==> config.mk <==
export PLATFORM = sky130hd
export DESIGN_NAME = gt_reset_top
export DESIGN_NICKNAME = d
export VERILOG_FILES = /design/src/verilog/gt_reset_io_pkg.sv /design/src/verilog/gt_reset_state_pkg.sv /design/src/verilog/chan_reset_fsm.sv /design/src/verilog/gt_reset_top.sv /design/src/verilog/level_sync.sv /design/src/verilog/reset_all_sequencer.sv /design/src/verilog/settle_timer.sv
export VERILOG_INCLUDE_DIRS = /design/src /design/src/verilog
export SDC_FILE = /design/constraint.sdc
export NUM_CORES = 1
export LEC_CHECK = 0
export ABC_AREA = 1
export BUFFER_PORTS_ARGS = -buffer_cell sky130_fd_sc_hd__buf_2
export CORE_MARGIN = 8
export CORE_UTILIZATION = 23
export DETAILED_ROUTE_END_ITERATION = 12
export SKIP_CTS_REPAIR_TIMING = 1
export SLEW_MARGIN = 30
export SYNTH_ARGS = -nofsm -noshare
export SYNTH_HDL_FRONTEND = slang
export SYNTH_SLANG_ARGS = --single-unit
export TNS_END_PERCENT = 100
==> constraint.sdc <==
create_clock -name gtwiz_reset_clk_freerun_in -period 2.7 [get_ports gtwiz_reset_clk_freerun_in]
set_clock_uncertainty 0.1 [all_clocks]
set_input_delay 0.135 -clock gtwiz_reset_clk_freerun_in [delete_from_list [all_inputs] [get_ports gtwiz_reset_clk_freerun_in]]
set_output_delay 0.135 -clock gtwiz_reset_clk_freerun_in [all_outputs]
set_load 0.05 [all_outputs]
==> src/verilog/gt_reset_params.svh <==
/* Timing and option macros for the transceiver reset helper */
`ifndef GT_RESET_PARAMS_SVH
`define GT_RESET_PARAMS_SVH

// Depth of every synchronizer chain into the free-running domain
`define GT_CDC_STAGES 3

// Settle stall before a synchronized input is sampled
// The stall lasts one cycle more than this count
`define GT_SETTLE_CYCLES 7

// Minimum PLL reset pulse, in free-running clock cycles
`define GT_PLL_RESET_CYCLES 15

// Longest wait for receive CDR lock before going on without it
`define GT_CDR_TIMEOUT_CYCLES 200

// Width of the shared stall timer, it must hold the largest count above
`define GT_TIMER_WIDTH 8

// Set to 1 when transmit and receive run from one PLL
// The transmit side then resets only its datapath
`define GT_SHARED_PLL 0

`endif

==> src/verilog/gt_reset_io_pkg.sv <==
/* Request kind and packed transceiver status bundles */
package gt_reset_io_pkg;

  typedef enum logic [1:0] {
    kind_none             = 2'd0,
    kind_datapath         = 2'd1,
    kind_pll_and_datapath = 2'd2
  } reset_kind_t;

  typedef struct packed {
    logic plllock;
    logic userclk_active;
    logic resetdone;
  } tx_status_t;

  // CDR lock sits in the top bit so the shared fields keep their place
  typedef struct packed {
    logic cdrlock;
    logic plllock;
    logic userclk_active;
    logic resetdone;
  } rx_status_t;

endpackage

==> src/verilog/gt_reset_state_pkg.sv <==
/* State encodings of the reset-all sequencer and the per-direction channel FSM */
package gt_reset_state_pkg;

  // Reset-all ordering, receive side first and transmit side second
  typedef enum logic [2:0] {
    seq_rx_pll  = 3'd0,
    seq_rx_wait = 3'd1,
    seq_tx_dp   = 3'd2,
    seq_tx_pll  = 3'd3,
    seq_tx_wait = 3'd4,
    seq_done    = 3'd5
  } all_state_t;

  // Channel FSM phases
  // Branch picks the entry point from the latched request kind
  typedef enum logic [2:0] {
    ch_branch         = 3'd0,
    ch_pll            = 3'd1,
    ch_datapath       = 3'd2,
    ch_wait_lock      = 3'd3,
    ch_wait_cdr       = 3'd4,
    ch_wait_userrdy   = 3'd5,
    ch_wait_resetdone = 3'd6,
    ch_idle           = 3'd7
  } chan_state_t;

endpackage

==> src/verilog/chan_reset_fsm.sv <==
/* Per-direction reset FSM with PLL, datapath, CDR and user-ready phases */
`include "gt_reset_params.svh"

module chan_reset_fsm #(
  parameter int  HAS_CDR  = 0,
  parameter type status_t = gt_reset_io_pkg::tx_status_t
) (
  input  logic                         gtwiz_reset_clk_freerun_in,
  input  logic                         gtwiz_reset_all_sync,
  input  gt_reset_io_pkg::reset_kind_t req,
  input  logic                         user_dp_req,
  input  status_t                      status,
  input  logic                         resetdone_raw,
  output logic                         pll_reset,
  output logic                         dp_reset,
  output logic                         progdiv_reset,
  output logic                         userrdy,
  output logic                         done
);

  import gt_reset_state_pkg::*;
  import gt_reset_io_pkg::*;

  localparam int TW = `GT_TIMER_WIDTH;
  localparam logic [TW-1:0] SETTLE_LIMIT = TW'(`GT_SETTLE_CYCLES);
  localparam logic [TW-1:0] PLL_LIMIT    = TW'(`GT_PLL_RESET_CYCLES);
  localparam logic [TW-1:0] CDR_LIMIT    = TW'(`GT_CDR_TIMEOUT_CYCLES);

  // A transmit side behind a shared PLL never owns the PLL reset
  localparam logic PLL_RESET_INIT = (HAS_CDR != 0) || (`GT_SHARED_PLL == 0);

  chan_state_t         state;
  chan_state_t         state_d;
  reset_kind_t         kind;
  reset_kind_t         new_kind;
  logic                user_dp_q;
  logic                leave;
  logic                tmr_clr;
  logic                tmr_sat;
  logic [TW-1:0]       tmr_limit;
  logic [$bits(status_t)-1:0] status_bits;
  logic                cdr_lock;

  // The receive bundle carries cdrlock in its top bit
  // On the transmit side that bit is never looked at
  assign status_bits = status;
  assign cdr_lock    = status_bits[$bits(status_t)-1];

  // ---------------------------------------------------------------------
  // Request intake and next state
  // ---------------------------------------------------------------------

  always_comb begin
    // The sequencer wins over a user request in the same cycle
    new_kind = req;
    if (req == kind_none && user_dp_req && !user_dp_q) begin
      new_kind = kind_datapath;
    end

    state_d = state;
    case (state)
      ch_branch: begin
        state_d = (kind == kind_pll_and_datapath) ? ch_pll : ch_datapath;
      end
      ch_pll, ch_datapath: begin
        if (tmr_sat) state_d = ch_wait_lock;
      end
      ch_wait_lock: begin
        if (tmr_sat && status.plllock) begin
          state_d = (HAS_CDR != 0) ? ch_wait_cdr : ch_wait_userrdy;
        end
      end
      // CDR lock or the timeout, whichever comes first
      ch_wait_cdr: begin
        if (tmr_sat || cdr_lock) state_d = ch_wait_userrdy;
      end
      ch_wait_userrdy: begin
        if (tmr_sat && status.userclk_active) state_d = ch_wait_resetdone;
      end
      // Resetdone is taken unsynchronized, the settle stall covers it
      ch_wait_resetdone: begin
        if (tmr_sat && resetdone_raw) state_d = ch_idle;
      end
      default: begin
        state_d = state;
      end
    endcase

    // Any new request restarts the sequence
    if (new_kind != kind_none) begin
      state_d = ch_branch;
    end
  end

  assign leave = (state_d != state);

  // ---------------------------------------------------------------------
  // Stall timer
  // ---------------------------------------------------------------------

  // Cleared on every phase change so each phase starts a fresh count
  assign tmr_clr = gtwiz_reset_all_sync || leave || (new_kind != kind_none);

  always_comb begin
    case (state)
      ch_pll:      tmr_limit = PLL_LIMIT;
      ch_wait_cdr: tmr_limit = CDR_LIMIT;
      default:     tmr_limit = SETTLE_LIMIT;
    endcase
  end

  settle_timer #(
    .WIDTH (TW)
  ) timer_i (
    .gtwiz_reset_clk_freerun_in (gtwiz_reset_clk_freerun_in),
    .clr                        (tmr_clr),
    .limit                      (tmr_limit),
    .sat                        (tmr_sat)
  );

  // ---------------------------------------------------------------------
  // State and reset outputs
  // ---------------------------------------------------------------------

  always_ff @(posedge gtwiz_reset_clk_freerun_in) begin
    if (gtwiz_reset_all_sync) begin
      state         <= ch_idle;
      kind          <= kind_none;
      user_dp_q     <= 1'b0;
      pll_reset     <= PLL_RESET_INIT;
      dp_reset      <= 1'b1;
      progdiv_reset <= 1'b1;
      userrdy       <= 1'b0;
      done          <= 1'b0;
    end else begin
      state     <= state_d;
      user_dp_q <= user_dp_req;
      if (new_kind != kind_none) begin
        // Datapath goes back into reset at once, the PLL waits for branch
        kind          <= new_kind;
        dp_reset      <= 1'b1;
        progdiv_reset <= 1'b1;
        userrdy       <= 1'b0;
        done          <= 1'b0;
      end else begin
        case (state)
          ch_branch: begin
            if (kind == kind_pll_and_datapath) pll_reset <= 1'b1;
          end
          ch_pll: begin
            if (leave) pll_reset <= 1'b0;
          end
          // Without a CDR the divider comes out of reset with the datapath
          ch_wait_lock: begin
            if (leave) begin
              dp_reset <= 1'b0;
              if (HAS_CDR == 0) progdiv_reset <= 1'b0;
            end
          end
          ch_wait_cdr: begin
            if (leave) progdiv_reset <= 1'b0;
          end
          ch_wait_userrdy: begin
            if (leave) userrdy <= 1'b1;
          end
          ch_wait_resetdone: begin
            if (leave) done <= 1'b1;
          end
          // Lost lock needs a new request, nothing restarts on its own
          ch_idle: begin
            if (!status.plllock) done <= 1'b0;
          end
          default: begin
          end
        endcase
      end
    end
  end

  a_userrdy_after_dp: assert property (
    @(posedge gtwiz_reset_clk_freerun_in) disable iff (gtwiz_reset_all_sync)
    userrdy |-> !dp_reset
  );

  a_done_needs_userrdy: assert property (
    @(posedge gtwiz_reset_clk_freerun_in) disable iff (gtwiz_reset_all_sync)
    done |-> userrdy
  );

endmodule

==> src/verilog/gt_reset_top.sv <==
/* Reset helper top, with synchronizers, reset-all sequencer and
   the transmit and receive channel FSMs */
module gt_reset_top (
  input  logic gtwiz_reset_clk_freerun_in,
  input  logic gtwiz_reset_all_sync,
  input  logic tx_datapath_req,
  input  logic rx_datapath_req,
  input  logic userclk_tx_active,
  input  logic userclk_rx_active,
  input  logic plllock_tx,
  input  logic txresetdone,
  input  logic plllock_rx,
  input  logic rxcdrlock,
  input  logic rxresetdone,
  output logic pllreset_tx,
  output logic gttxreset,
  output logic txprogdivreset,
  output logic txuserrdy,
  output logic pllreset_rx,
  output logic gtrxreset,
  output logic rxprogdivreset,
  output logic rxuserrdy,
  output logic tx_done,
  output logic rx_done,
  output logic rx_cdr_stable
);

  import gt_reset_io_pkg::*;

  tx_status_t  tx_status_raw;
  tx_status_t  tx_status_sync;
  rx_status_t  rx_status_raw;
  rx_status_t  rx_status_sync;
  logic [1:0]  user_req_raw;
  logic [1:0]  user_req_sync;
  reset_kind_t tx_req;
  reset_kind_t rx_req;

  // ---------------------------------------------------------------------
  // Synchronizers for the transceiver status and user requests
  // ---------------------------------------------------------------------

  assign tx_status_raw.plllock        = plllock_tx;
  assign tx_status_raw.userclk_active = userclk_tx_active;
  assign tx_status_raw.resetdone      = txresetdone;

  assign rx_status_raw.cdrlock        = rxcdrlock;
  assign rx_status_raw.plllock        = plllock_rx;
  assign rx_status_raw.userclk_active = userclk_rx_active;
  assign rx_status_raw.resetdone      = rxresetdone;

  // Bit 1 is the transmit request, bit 0 the receive one
  assign user_req_raw = {tx_datapath_req, rx_datapath_req};

  level_sync #(
    .payload_t (tx_status_t)
  ) tx_status_sync_i (
    .gtwiz_reset_clk_freerun_in (gtwiz_reset_clk_freerun_in),
    .gtwiz_reset_all_sync       (gtwiz_reset_all_sync),
    .async_in                   (tx_status_raw),
    .sync_out                   (tx_status_sync)
  );

  level_sync #(
    .payload_t (rx_status_t)
  ) rx_status_sync_i (
    .gtwiz_reset_clk_freerun_in (gtwiz_reset_clk_freerun_in),
    .gtwiz_reset_all_sync       (gtwiz_reset_all_sync),
    .async_in                   (rx_status_raw),
    .sync_out                   (rx_status_sync)
  );

  level_sync #(
    .payload_t (logic [1:0])
  ) user_req_sync_i (
    .gtwiz_reset_clk_freerun_in (gtwiz_reset_clk_freerun_in),
    .gtwiz_reset_all_sync       (gtwiz_reset_all_sync),
    .async_in                   (user_req_raw),
    .sync_out                   (user_req_sync)
  );

  // ---------------------------------------------------------------------
  // Sequencer and channel FSMs
  // ---------------------------------------------------------------------

  reset_all_sequencer seq_i (
    .gtwiz_reset_clk_freerun_in (gtwiz_reset_clk_freerun_in),
    .gtwiz_reset_all_sync       (gtwiz_reset_all_sync),
    .tx_done                    (tx_done),
    .rx_done                    (rx_done),
    .tx_req                     (tx_req),
    .rx_req                     (rx_req)
  );

  chan_reset_fsm #(
    .HAS_CDR  (0),
    .status_t (tx_status_t)
  ) tx_fsm_i (
    .gtwiz_reset_clk_freerun_in (gtwiz_reset_clk_freerun_in),
    .gtwiz_reset_all_sync       (gtwiz_reset_all_sync),
    .req                        (tx_req),
    .user_dp_req                (user_req_sync[1]),
    .status                     (tx_status_sync),
    .resetdone_raw              (txresetdone),
    .pll_reset                  (pllreset_tx),
    .dp_reset                   (gttxreset),
    .progdiv_reset              (txprogdivreset),
    .userrdy                    (txuserrdy),
    .done                       (tx_done)
  );

  chan_reset_fsm #(
    .HAS_CDR  (1),
    .status_t (rx_status_t)
  ) rx_fsm_i (
    .gtwiz_reset_clk_freerun_in (gtwiz_reset_clk_freerun_in),
    .gtwiz_reset_all_sync       (gtwiz_reset_all_sync),
    .req                        (rx_req),
    .user_dp_req                (user_req_sync[0]),
    .status                     (rx_status_sync),
    .resetdone_raw              (rxresetdone),
    .pll_reset                  (pllreset_rx),
    .dp_reset                   (gtrxreset),
    .progdiv_reset              (rxprogdivreset),
    .userrdy                    (rxuserrdy),
    .done                       (rx_done)
  );

  // CDR stable is the synchronized lock as it stands, timeout or not
  assign rx_cdr_stable = rx_status_sync.cdrlock;

endmodule

==> src/verilog/level_sync.sv <==
/* Multi-stage level synchronizer for any packed payload */
`include "gt_reset_params.svh"

module level_sync #(
  parameter type payload_t = logic
) (
  input  logic     gtwiz_reset_clk_freerun_in,
  input  logic     gtwiz_reset_all_sync,
  input  payload_t async_in,
  output payload_t sync_out
);

  localparam int STAGES = `GT_CDC_STAGES;

  // Stage 0 may go metastable, the later stages give it time to resolve
  payload_t sync_q [STAGES];

  always_ff @(posedge gtwiz_reset_clk_freerun_in) begin
    if (gtwiz_reset_all_sync) begin
      for (int i = 0; i < STAGES; i++) begin
        sync_q[i] <= '0;
      end
    end else begin
      sync_q[0] <= async_in;
      for (int i = 1; i < STAGES; i++) begin
        sync_q[i] <= sync_q[i-1];
      end
    end
  end

  // Every field shows up STAGES cycles after it changes at the input
  assign sync_out = sync_q[STAGES-1];

endmodule

==> src/verilog/reset_all_sequencer.sv <==
/* Reset-all sequencer, receive PLL and datapath first, then the transmit side */
`include "gt_reset_params.svh"

module reset_all_sequencer (
  input  logic                         gtwiz_reset_clk_freerun_in,
  input  logic                         gtwiz_reset_all_sync,
  input  logic                         tx_done,
  input  logic                         rx_done,
  output gt_reset_io_pkg::reset_kind_t tx_req,
  output gt_reset_io_pkg::reset_kind_t rx_req
);

  import gt_reset_state_pkg::*;
  import gt_reset_io_pkg::*;

  all_state_t state;

  // ---------------------------------------------------------------------
  // Ordering FSM
  // ---------------------------------------------------------------------

  always_ff @(posedge gtwiz_reset_clk_freerun_in) begin
    if (gtwiz_reset_all_sync) begin
      // Sit on the first request so it goes out in the first free cycle
      state <= seq_rx_pll;
    end else begin
      case (state)
        seq_rx_pll: begin
          state <= seq_rx_wait;
        end
        // The receive FSM clears its done on the request edge,
        // so a high rx_done here is the new one
        seq_rx_wait: begin
          if (rx_done) begin
            state <= (`GT_SHARED_PLL != 0) ? seq_tx_dp : seq_tx_pll;
          end
        end
        seq_tx_dp, seq_tx_pll: begin
          state <= seq_tx_wait;
        end
        seq_tx_wait: begin
          if (tx_done) begin
            state <= seq_done;
          end
        end
        // Stay here until the next reset all
        default: begin
          state <= seq_done;
        end
      endcase
    end
  end

  // ---------------------------------------------------------------------
  // Request pulses
  // ---------------------------------------------------------------------

  // Each request state lasts exactly one cycle, which makes the pulse
  assign rx_req = (state == seq_rx_pll) ? kind_pll_and_datapath : kind_none;

  // A shared PLL was already reset by the receive side
  assign tx_req = (state == seq_tx_pll) ? kind_pll_and_datapath :
                  (state == seq_tx_dp)  ? kind_datapath : kind_none;

  a_one_req_at_a_time: assert property (
    @(posedge gtwiz_reset_clk_freerun_in) disable iff (gtwiz_reset_all_sync)
    !(tx_req != kind_none && rx_req != kind_none)
  );

endmodule

==> src/verilog/settle_timer.sv <==
/* Clear-and-count saturating stall timer */
module settle_timer #(
  parameter int WIDTH = 8
) (
  input  logic             gtwiz_reset_clk_freerun_in,
  input  logic             clr,
  input  logic [WIDTH-1:0] limit,
  output logic             sat
);

  logic [WIDTH-1:0] ctr;

  // Clear wins over counting
  // The count stops at the limit, so sat then stays high until the next clear
  always_ff @(posedge gtwiz_reset_clk_freerun_in) begin
    if (clr) begin
      ctr <= '0;
    end else if (ctr != limit) begin
      ctr <= ctr + 1'b1;
    end
  end

  // With clear on the edge that enters a phase, sat is high in the
  // phase's cycle number limit, so the phase lasts limit+1 cycles
  assign sat = (ctr == limit);

  // Every limit in use is nonzero, so a fresh count can't be done at once
  a_no_sat_after_clr: assert property (
    @(posedge gtwiz_reset_clk_freerun_in) clr |=> !sat
  );

endmodule
### Yosys cells after proc, flatten, opt, wreduce, memory -nomap -nowiden

Memories as Yosys holds them, arrays and structs flattened.
Index checks and enable logic that the tools add are counted.

* add/sub/neg operators: 2
* shift-type cells: 0
* bitwise logic cells: 11
* reductions and logical operators: 46
* divide/modulo/power cells: 0
* multiplexer cells: 50
* equality and inequality tests: 36
* multipliers: 0
* $lt $le $gt $ge: 0

Operators with widths (number)
* $mux 3: 17
* $pmux 3 s6: 2
* $pmux 8 s2: 2
* $eq 3x3->1 const B: 9
* $eq 3x2->1 const B: 6
* $mux 2: 9
* $add 8x1->8 const B: 2
* $eq 8x8->1: 2
* $ne 2x1->1 const B: 8
* $ne 8x8->1: 2
* $reduce_and 2->1: 7
* $mux 1: 12
* $mux 4: 3
* $pmux 3 s4: 1
* $reduce_bool 2->1: 6
* $reduce_or 2->1: 6
* $logic_and 1x1->1: 10
* $eq 3x1->1 const B: 3
* $logic_not 3->1: 3
* $or 1x1->1: 9
* $pmux 1 s2: 4
* $reduce_and 4->1: 2
* $logic_or 1x1->1: 6
* $ne 3x3->1: 2
* other kinds (6): 12

* input bits: 11
* output and inout bits: 11
* memories kept: 3
* register bits after elaboration: 41
* ROM bits: 0
* memory bits (writable): 27
* latch bits: 0
* word-level logic and storage cells: 167

Memory list
* rx_status_sync_i.sync_q: words 3, bits a word 4, read ports 3, clocked after memory_dff 0, wr ports 3, line level_sync.sv:16 `payload_t sync_q [STAGES];`
* tx_status_sync_i.sync_q: words 3, bits a word 3, read ports 3, clocked after memory_dff 0, wr ports 3, line level_sync.sv:16
* user_req_sync_i.sync_q: words 3, bits a word 2, read ports 3, clocked after memory_dff 0, wr ports 3, line level_sync.sv:16

### Logic depth before layout (Yosys ltp)

* depth after elaboration: 12
* depth in mapped cells: 18
* mapped depth without buffers: 18

### Modules after synthesis

From an unflattened synthesis, not the netlist that was laid out.

* cell total of the unflattened synthesis: 567
* area, all modules: 3688.5 µm²

Modules (own cells, without submodules)
* settle_timer: cells an instance 117, seq. area each 160.2 µm², area an instance 666.9 µm², times used 2
* chan_reset_fsm at rx_fsm_i: cells an instance 111, seq. area each 220.2 µm², area an instance 694.4 µm², times used 1
* chan_reset_fsm at tx_fsm_i: cells an instance 107, seq. area each 220.2 µm², area an instance 683.2 µm², times used 1
* level_sync at rx_status_sync_i: cells an instance 41, seq. area each 240.2 µm², area an instance 371.6 µm², times used 1
* level_sync at tx_status_sync_i: cells an instance 31, seq. area each 180.2 µm², area an instance 281.5 µm², times used 1
* level_sync at user_req_sync_i: cells an instance 20, seq. area each 120.1 µm², area an instance 180.2 µm², times used 1
* reset_all_sequencer: cells an instance 23, seq. area each 60.1 µm², area an instance 143.9 µm², times used 1

### Least setup slack after synthesis

OpenSTA, ideal clock, no wires.

* kind: register to register
* start point: register rx_fsm_i.state[1]
* end point: register rx_fsm_i.dp_reset
* arrival time: 1.689 ns
* stages on the path, launching flop included: 17
* buffers on the path: 0
* data required time: 2.474 ns
* library setup time: 0.126 ns
* path slack: 0.785 ns
* clock period less this slack: 1.915 ns
* cells stage by stage: dfxtp_1 -> nor2_2 -> nand2_2 -> inv_2 -> nand2_1 -> nand2_4 -> nand3_2 -> nand2_1 -> nand2_1 -> nand2_2 -> o21bai_4 -> nor2_1 -> nor2_4 -> nand2_2 -> nand2_1 -> nand2_1 -> nand2_1

* longest elaborated chain between the ends: 9
* elaborated cells between the ends (all ways): 23
* those cells by class: eq/ne (8); mux (8); reduce/logical (7)

Ends and longest elaborated chain
* start: declaration: line chan_reset_fsm.sv:32 `chan_state_t state;`
* start signal: assignment: line chan_reset_fsm.sv:127 `state <= ch_idle;`
* start signal: assignment: line chan_reset_fsm.sv:136 `state <= state_d;`
* $eq 3x3->1 / $eq 3x1->1 (equally long branches): line chan_reset_fsm.sv:61, chan_reset_fsm.sv:105
* $pmux 8 s2: line chan_reset_fsm.sv:105 `case (state)`
* $eq 8x8->1: line settle_timer.sv:25 `assign sat = (ctr == limit);`
* $logic_and 1x1->1, or another cell as far along: line chan_reset_fsm.sv:82 `if (tmr_sat && resetdone_raw) state_d = ch_idle;`
* $mux 3, on equally long branches
* $pmux 3 s6: line chan_reset_fsm.sv:61 `case (state)`
* $mux 3: line chan_reset_fsm.sv:90 `if (new_kind != kind_none) begin`
* $ne 3x3->1: line chan_reset_fsm.sv:95 `assign leave = (state_d != state);`
* $reduce_and 2->1 (no line) *
* end signal: assignment: line chan_reset_fsm.sv:131 `dp_reset <= 1'b1;`
* end signal: assignment: line chan_reset_fsm.sv:141 `dp_reset <= 1'b1;`
* end signal: assignment: line chan_reset_fsm.sv:156 `dp_reset <= 1'b0;`
* end: declaration: line chan_reset_fsm.sv:15 `output logic dp_reset,`

Every way passes the cells marked *; elsewhere a longest branch is shown, timed or not.
A chain may end at the register's enable or synchronous reset.

### Final worst setup path

* start point: register tx_fsm_i.state[0]
* end point: register tx_fsm_i.dp_reset

* longest elaborated chain between the ends: 9
* elaborated cells between the ends (all ways): 23
* those cells by class: eq/ne (8); mux (8); reduce/logical (7)

Ends and longest elaborated chain (line)
* start: declaration: chan_reset_fsm.sv:32
* start signal: assignment: chan_reset_fsm.sv:127
* start signal: assignment: chan_reset_fsm.sv:136
* $eq 3x3->1 / $eq 3x1->1 (equally long branches): chan_reset_fsm.sv:61, chan_reset_fsm.sv:105
* $pmux 8 s2: chan_reset_fsm.sv:105
* $eq 8x8->1: settle_timer.sv:25
* $logic_and 1x1->1, or another cell as far along: chan_reset_fsm.sv:82
* $mux 3, on equally long branches
* $pmux 3 s6: chan_reset_fsm.sv:61
* $mux 3: chan_reset_fsm.sv:90
* $ne 3x3->1: chan_reset_fsm.sv:95
* $reduce_and 2->1 (no line) *
* end signal: assignment: chan_reset_fsm.sv:131
* end signal: assignment: chan_reset_fsm.sv:141
* end signal: assignment: chan_reset_fsm.sv:156
* end: declaration: chan_reset_fsm.sv:15

Marks and branches as above.

==> insert_results.sql <==
INSERT INTO impl_metrics (metric_group, metric, value, unit) VALUES
('status', 'run_status', 'finished, final reports clean', ''),
('yosys', 'yosysWarnings', '0', ''),
('yosys', 'synthCells', '410', ''),
('sta', 'worst_pin_slew', '0.589', 'ns'),
('sta', 'hold_viol_final', '0', ''),
('finish', 'area_delta_synth_final', '22.2', '%'),
('die', 'floorplan.core_area', '12500', 'um2'),
('critical_path', 'worst-setup-path-type', 'flip-flop to flip-flop', ''),
('routing', 'drt_pre_antenna_iters', '5', ''),
('sta', 'period_minus_slack', '2.27', 'ns'),
('clocking', 'clkSlewWorstSetupHoldPaths', '0.06', 'ns'),
('power_and_ir_drop', 'cellLeakagePower', '1.56', 'nW'),
('grt', 'grt_antenna_before_repair', '0', ''),
('clocking', 'tritoncts_num_sinks', '62', ''),
('yosys', 'synth_seq_cells', '62', ''),
('finish', 'final_nets', '458', ''),
('critical_path', 'timing.critical_path.max_delay_family', 'simple AND/OR/NAND/NOR gates', ''),
('critical_path', 'arr_time_crit_path', '2.37', 'ns'),
('grt', 'via_count_of_the_first_global_routing_pass', '2358', ''),
('grt', 'grt_overflow', '0', ''),
('die', 'die_footprint', '16600', 'um2'),
('yosys', 'synth_area', '2930', 'um2'),
('critical_path', 'critPathBufInv', '2', ''),
('power_and_ir_drop', 'peakVddDrop', '0.000348', 'V'),
('die', 'rows', '41', ''),
('sta', 'fin_setup_tns', '0', 'ns'),
('yosys', 'ys_seq_area_share', '42.3', '%'),
('clocking', 'clk_root_buffer_cell', 'sky130_fd_sc_hd__clkbuf_16', ''),
('sta', 'setup_violations', '0', ''),
('yosys', 'syn_area_per_cell', '7.15', 'um2'),
('routing', 'wire_per_inst', '10.0', 'um'),
('sta', 'slew-limit-headroom', '60.7', '%'),
('critical_path', 'worst_ep_required_time', '2.80', 'ns'),
('finish', 'layout-drive-gt1-share', '18.4', '%'),
('critical_path', 'critPathCaptureType', 'flip-flop', ''),
('routing', 'drtIter0Drc', '127', ''),
('grt', 'grt_pass1_wl', '10600', 'um'),
('die', 'io_pins', '22', ''),
('finish', 'mostFrequentLayoutCell', 'sky130_fd_sc_hd__nand2_1', ''),
('routing', 'wirelength', '6240', 'um'),
('sta', 'timing.hold.ws', '0.207', 'ns'),
('power_and_ir_drop', 'total_power', '0.00237', 'W'),
('sta', 'final_min_period_over_clock_period', '84.1', '%'),
('job', 'max_cap_violations', '0', ''),
('critical_path', 'critical_path.max_fanout', '9', ''),
('clocking', 'tritoncts', 'built', ''),
('critical_path', 'crit_slowest_cell', 'sky130_fd_sc_hd__dfxtp_1', ''),
('sta', 'max_transition_viols_final', '0', ''),
('worst_hold_path', 'min_delay_worst_type', 'primary input to flip-flop', ''),
('placement', 'place_congestion', '0.880', ''),
('yosys', 'postSynthNetCount', '423', ''),
('die', 'die_w', '129', 'um'),
('clocking', 'cts-buffers-inserted', '9', ''),
('die', 'die_y', '129', 'um'),
('clocking', 'worst_skew_pair.late_latency', '0.32', 'ns'),
('routing', 'via_per_inst', '3.94', ''),
('critical_path', 'timing.critical_path.cells', 'nor2_2, nand2_2, inv_1, nand2_1, nand2_1, nand3_4, nor2_1, nand4_1, o21ai_0, inv_1, nand2_1, nor2_2, nand2_2, nand2_1, nand2_1, nand2_1', ''),
('critical_path', 'path_common_cell', 'sky130_fd_sc_hd__nand2_1', ''),
('critical_path', 'start_kind', 'flip-flop', ''),
('finish', 'final_area', '3580', 'um2'),
('critical_path', 'r2r_setup_slack', '0.43', 'ns'),
('finish', 'layout_common_cells', '86 x sky130_fd_sc_hd__nand2_1, 72 x sky130_fd_sc_hd__inv_1, 62 x sky130_fd_sc_hd__dfxtp_1', ''),
('routing', 'drc', '0', ''),
('power_and_ir_drop', 'pwr_density_cell', '662', 'nW/um2'),
('placement', 'post-place-cells', '599', ''),
('sta', 'rsz0062_at_grt', 'no', ''),
('clocking', 'cts-htree-levels', '3', ''),
('die', 'start_util', '23.4', '%'),
('placement', 'io_buffer_count', '21', ''),
('placement', 'place.detailed.hpwl', '4640', 'um'),
('yosys', 'synth.lib_cells_used.distinct', '34', ''),
('grt', 'grt_start_max_net_pins', '32', ''),
('finish', 'num_antenna_cells', '0', ''),
('grt', 'grt_use_total', '7.94', '%'),
('routing', 'final_antenna_net_count', '0', ''),
('sta', 'max_clock_freq', '440', 'MHz'),
('critical_path', 'critical-path-max-stage-delay', '0.37', 'ns'),
('placement', 'postPlaceCellArea', '3240', 'um2'),
('finish', 'number_of_cells_in_the_finished_layout_apart_from_fillers', '622', ''),
('clocking', 'clock_tree.buffer_depth', '2', ''),
('routing', 'num_vias', '2451', '');
flip-flops by register name, summed over array words and instances (netlist names), 2 cells and up:
signal	count
rx_fsm_i.kind	2
rx_fsm_i.state	3
rx_fsm_i.timer_i.ctr	8
rx_status_sync_i.sync_q	9
seq_i.state	3
tx_fsm_i.kind	2
tx_fsm_i.state	3
tx_fsm_i.timer_i.ctr	8
tx_status_sync_i.sync_q	6
user_req_sync_i.sync_q	6
final timing paths:
path,start,end,cells past startpoint
min reg2reg,user_req_sync_i.sync_q[0][2],user_req_sync_i.sync_q[0][4],2
max,tx_fsm_i.state[0],tx_fsm_i.dp_reset,16
max reg2reg,tx_fsm_i.state[0],tx_fsm_i.dp_reset,16
min,gtwiz_reset_all_sync,tx_fsm_i.user_dp_q,2
worst reg2reg max path, stage by stage (launching register included):
cell,delay (ns)
sky130_fd_sc_hd__dfxtp_1,0.37
sky130_fd_sc_hd__nor2_2,0.22
sky130_fd_sc_hd__nand2_2,0.11
sky130_fd_sc_hd__inv_1,0.08
sky130_fd_sc_hd__nand2_1,0.05
sky130_fd_sc_hd__nand2_1,0.15
sky130_fd_sc_hd__nand3_4,0.15
sky130_fd_sc_hd__nor2_1,0.20
sky130_fd_sc_hd__nand4_1,0.10
sky130_fd_sc_hd__o21ai_0,0.11
sky130_fd_sc_hd__inv_1,0.08
sky130_fd_sc_hd__nand2_1,0.08
sky130_fd_sc_hd__nor2_2,0.05
sky130_fd_sc_hd__nand2_2,0.13
sky130_fd_sc_hd__nand2_1,0.06
sky130_fd_sc_hd__nand2_1,0.06
sky130_fd_sc_hd__nand2_1,0.04
cell type report:
cell class / instances / area (um2)
clock inverter: 6 / 37.5
tap: 172 / 215
fill: 1400 / 8930
timing repair buffer: 28 / 175
multi-input combinational: 267 / 1390
sequential: 62 / 1240
clock buffer: 10 / 239
inverter: 77 / 289
power breakdown:
| part | switching [W] | total, W | internal, W |
|---|---|---|---|
| logic | 0.000220 | 0.000324 | 0.000103 |
| registers | 0.0000348 | 0.000991 | 0.000956 |
| clock network | 0.000418 | 0.00106 | 0.000640 |
| total | 0.000673 | 0.00237 | 0.00170 |
routing by layer:
layer | wire [um] | up-vias | GRT usage [%]
met4 | 157 | 0 | 4.70
met1 | 3130 | 1062 | 9.49
li1 | - | 1339 | -
met3 | 186 | 13 | 1.94
met2 | 2770 | 37 | 12.7
met5 | 0 | - | 0
synth_stat cells:
library cell / instances / share of area, %
sky130_fd_sc_hd__dfxtp_1: 62 / 42
sky130_fd_sc_hd__nor2_1: 59 / 7.6
sky130_fd_sc_hd__o22ai_1: 2 / 0.43
sky130_fd_sc_hd__a21oi_2: 6 / 1.8
sky130_fd_sc_hd__nor3_1: 9 / 1.5
sky130_fd_sc_hd__o211a_1: 1 / 0.34
sky130_fd_sc_hd__nand3_4: 2 / 1.2
sky130_fd_sc_hd__nand2_4: 1 / 0.38
sky130_fd_sc_hd__clkbuf_1: 3 / 0.38
sky130_fd_sc_hd__o211ai_1: 2 / 0.51
sky130_fd_sc_hd__o21ai_0: 6 / 1.0
sky130_fd_sc_hd__nand2_1: 86 / 11
sky130_fd_sc_hd__inv_2: 5 / 0.64
sky130_fd_sc_hd__nand4_1: 6 / 1.3
sky130_fd_sc_hd__nor2_4: 3 / 1.2
sky130_fd_sc_hd__a31oi_1: 1 / 0.21
sky130_fd_sc_hd__or2_2: 1 / 0.21
sky130_fd_sc_hd__a21oi_1: 13 / 2.2
sky130_fd_sc_hd__o31ai_1: 2 / 0.51
sky130_fd_sc_hd__buf_1: 1 / 0.13
sky130_fd_sc_hd__nand3_1: 22 / 3.8
sky130_fd_sc_hd__inv_1: 72 / 9.2
sky130_fd_sc_hd__o21bai_4: 1 / 0.64
sky130_fd_sc_hd__nor3_2: 1 / 0.34
sky130_fd_sc_hd__nor4_1: 2 / 0.43
sky130_fd_sc_hd__nand2_2: 11 / 2.3
sky130_fd_sc_hd__o21ai_1: 2 / 0.34
sky130_fd_sc_hd__xnor2_1: 2 / 0.60
sky130_fd_sc_hd__ha_1: 2 / 0.85
sky130_fd_sc_hd__nor2_2: 9 / 1.9
sky130_fd_sc_hd__nand3_2: 6 / 2.0
sky130_fd_sc_hd__a211oi_1: 1 / 0.26
sky130_fd_sc_hd__xor2_1: 7 / 2.1
sky130_fd_sc_hd__o221ai_1: 1 / 0.30
cells by family after synthesis:
kind of cell	Yosys count	synth area share, %
xor gates and xnor gates	9	2.69
buffers and inverters	81	10.4
adders and majority gates	2	0.853
AOI/OAI and AO/OA	38	8.58
and+or+nand+nor	218	35.2
DFF	62	42.3
per-stage QoR:
step	util, %	setup WS, ns
finish	28.6	0.428
CTS	28.1	0.460
global placement	25.9	0.506
floorplan	-	0.785
detailed placement	25.9	0.475
global route	28.6	0.172
No activity file was read; power rests on OpenSTA's default activity.
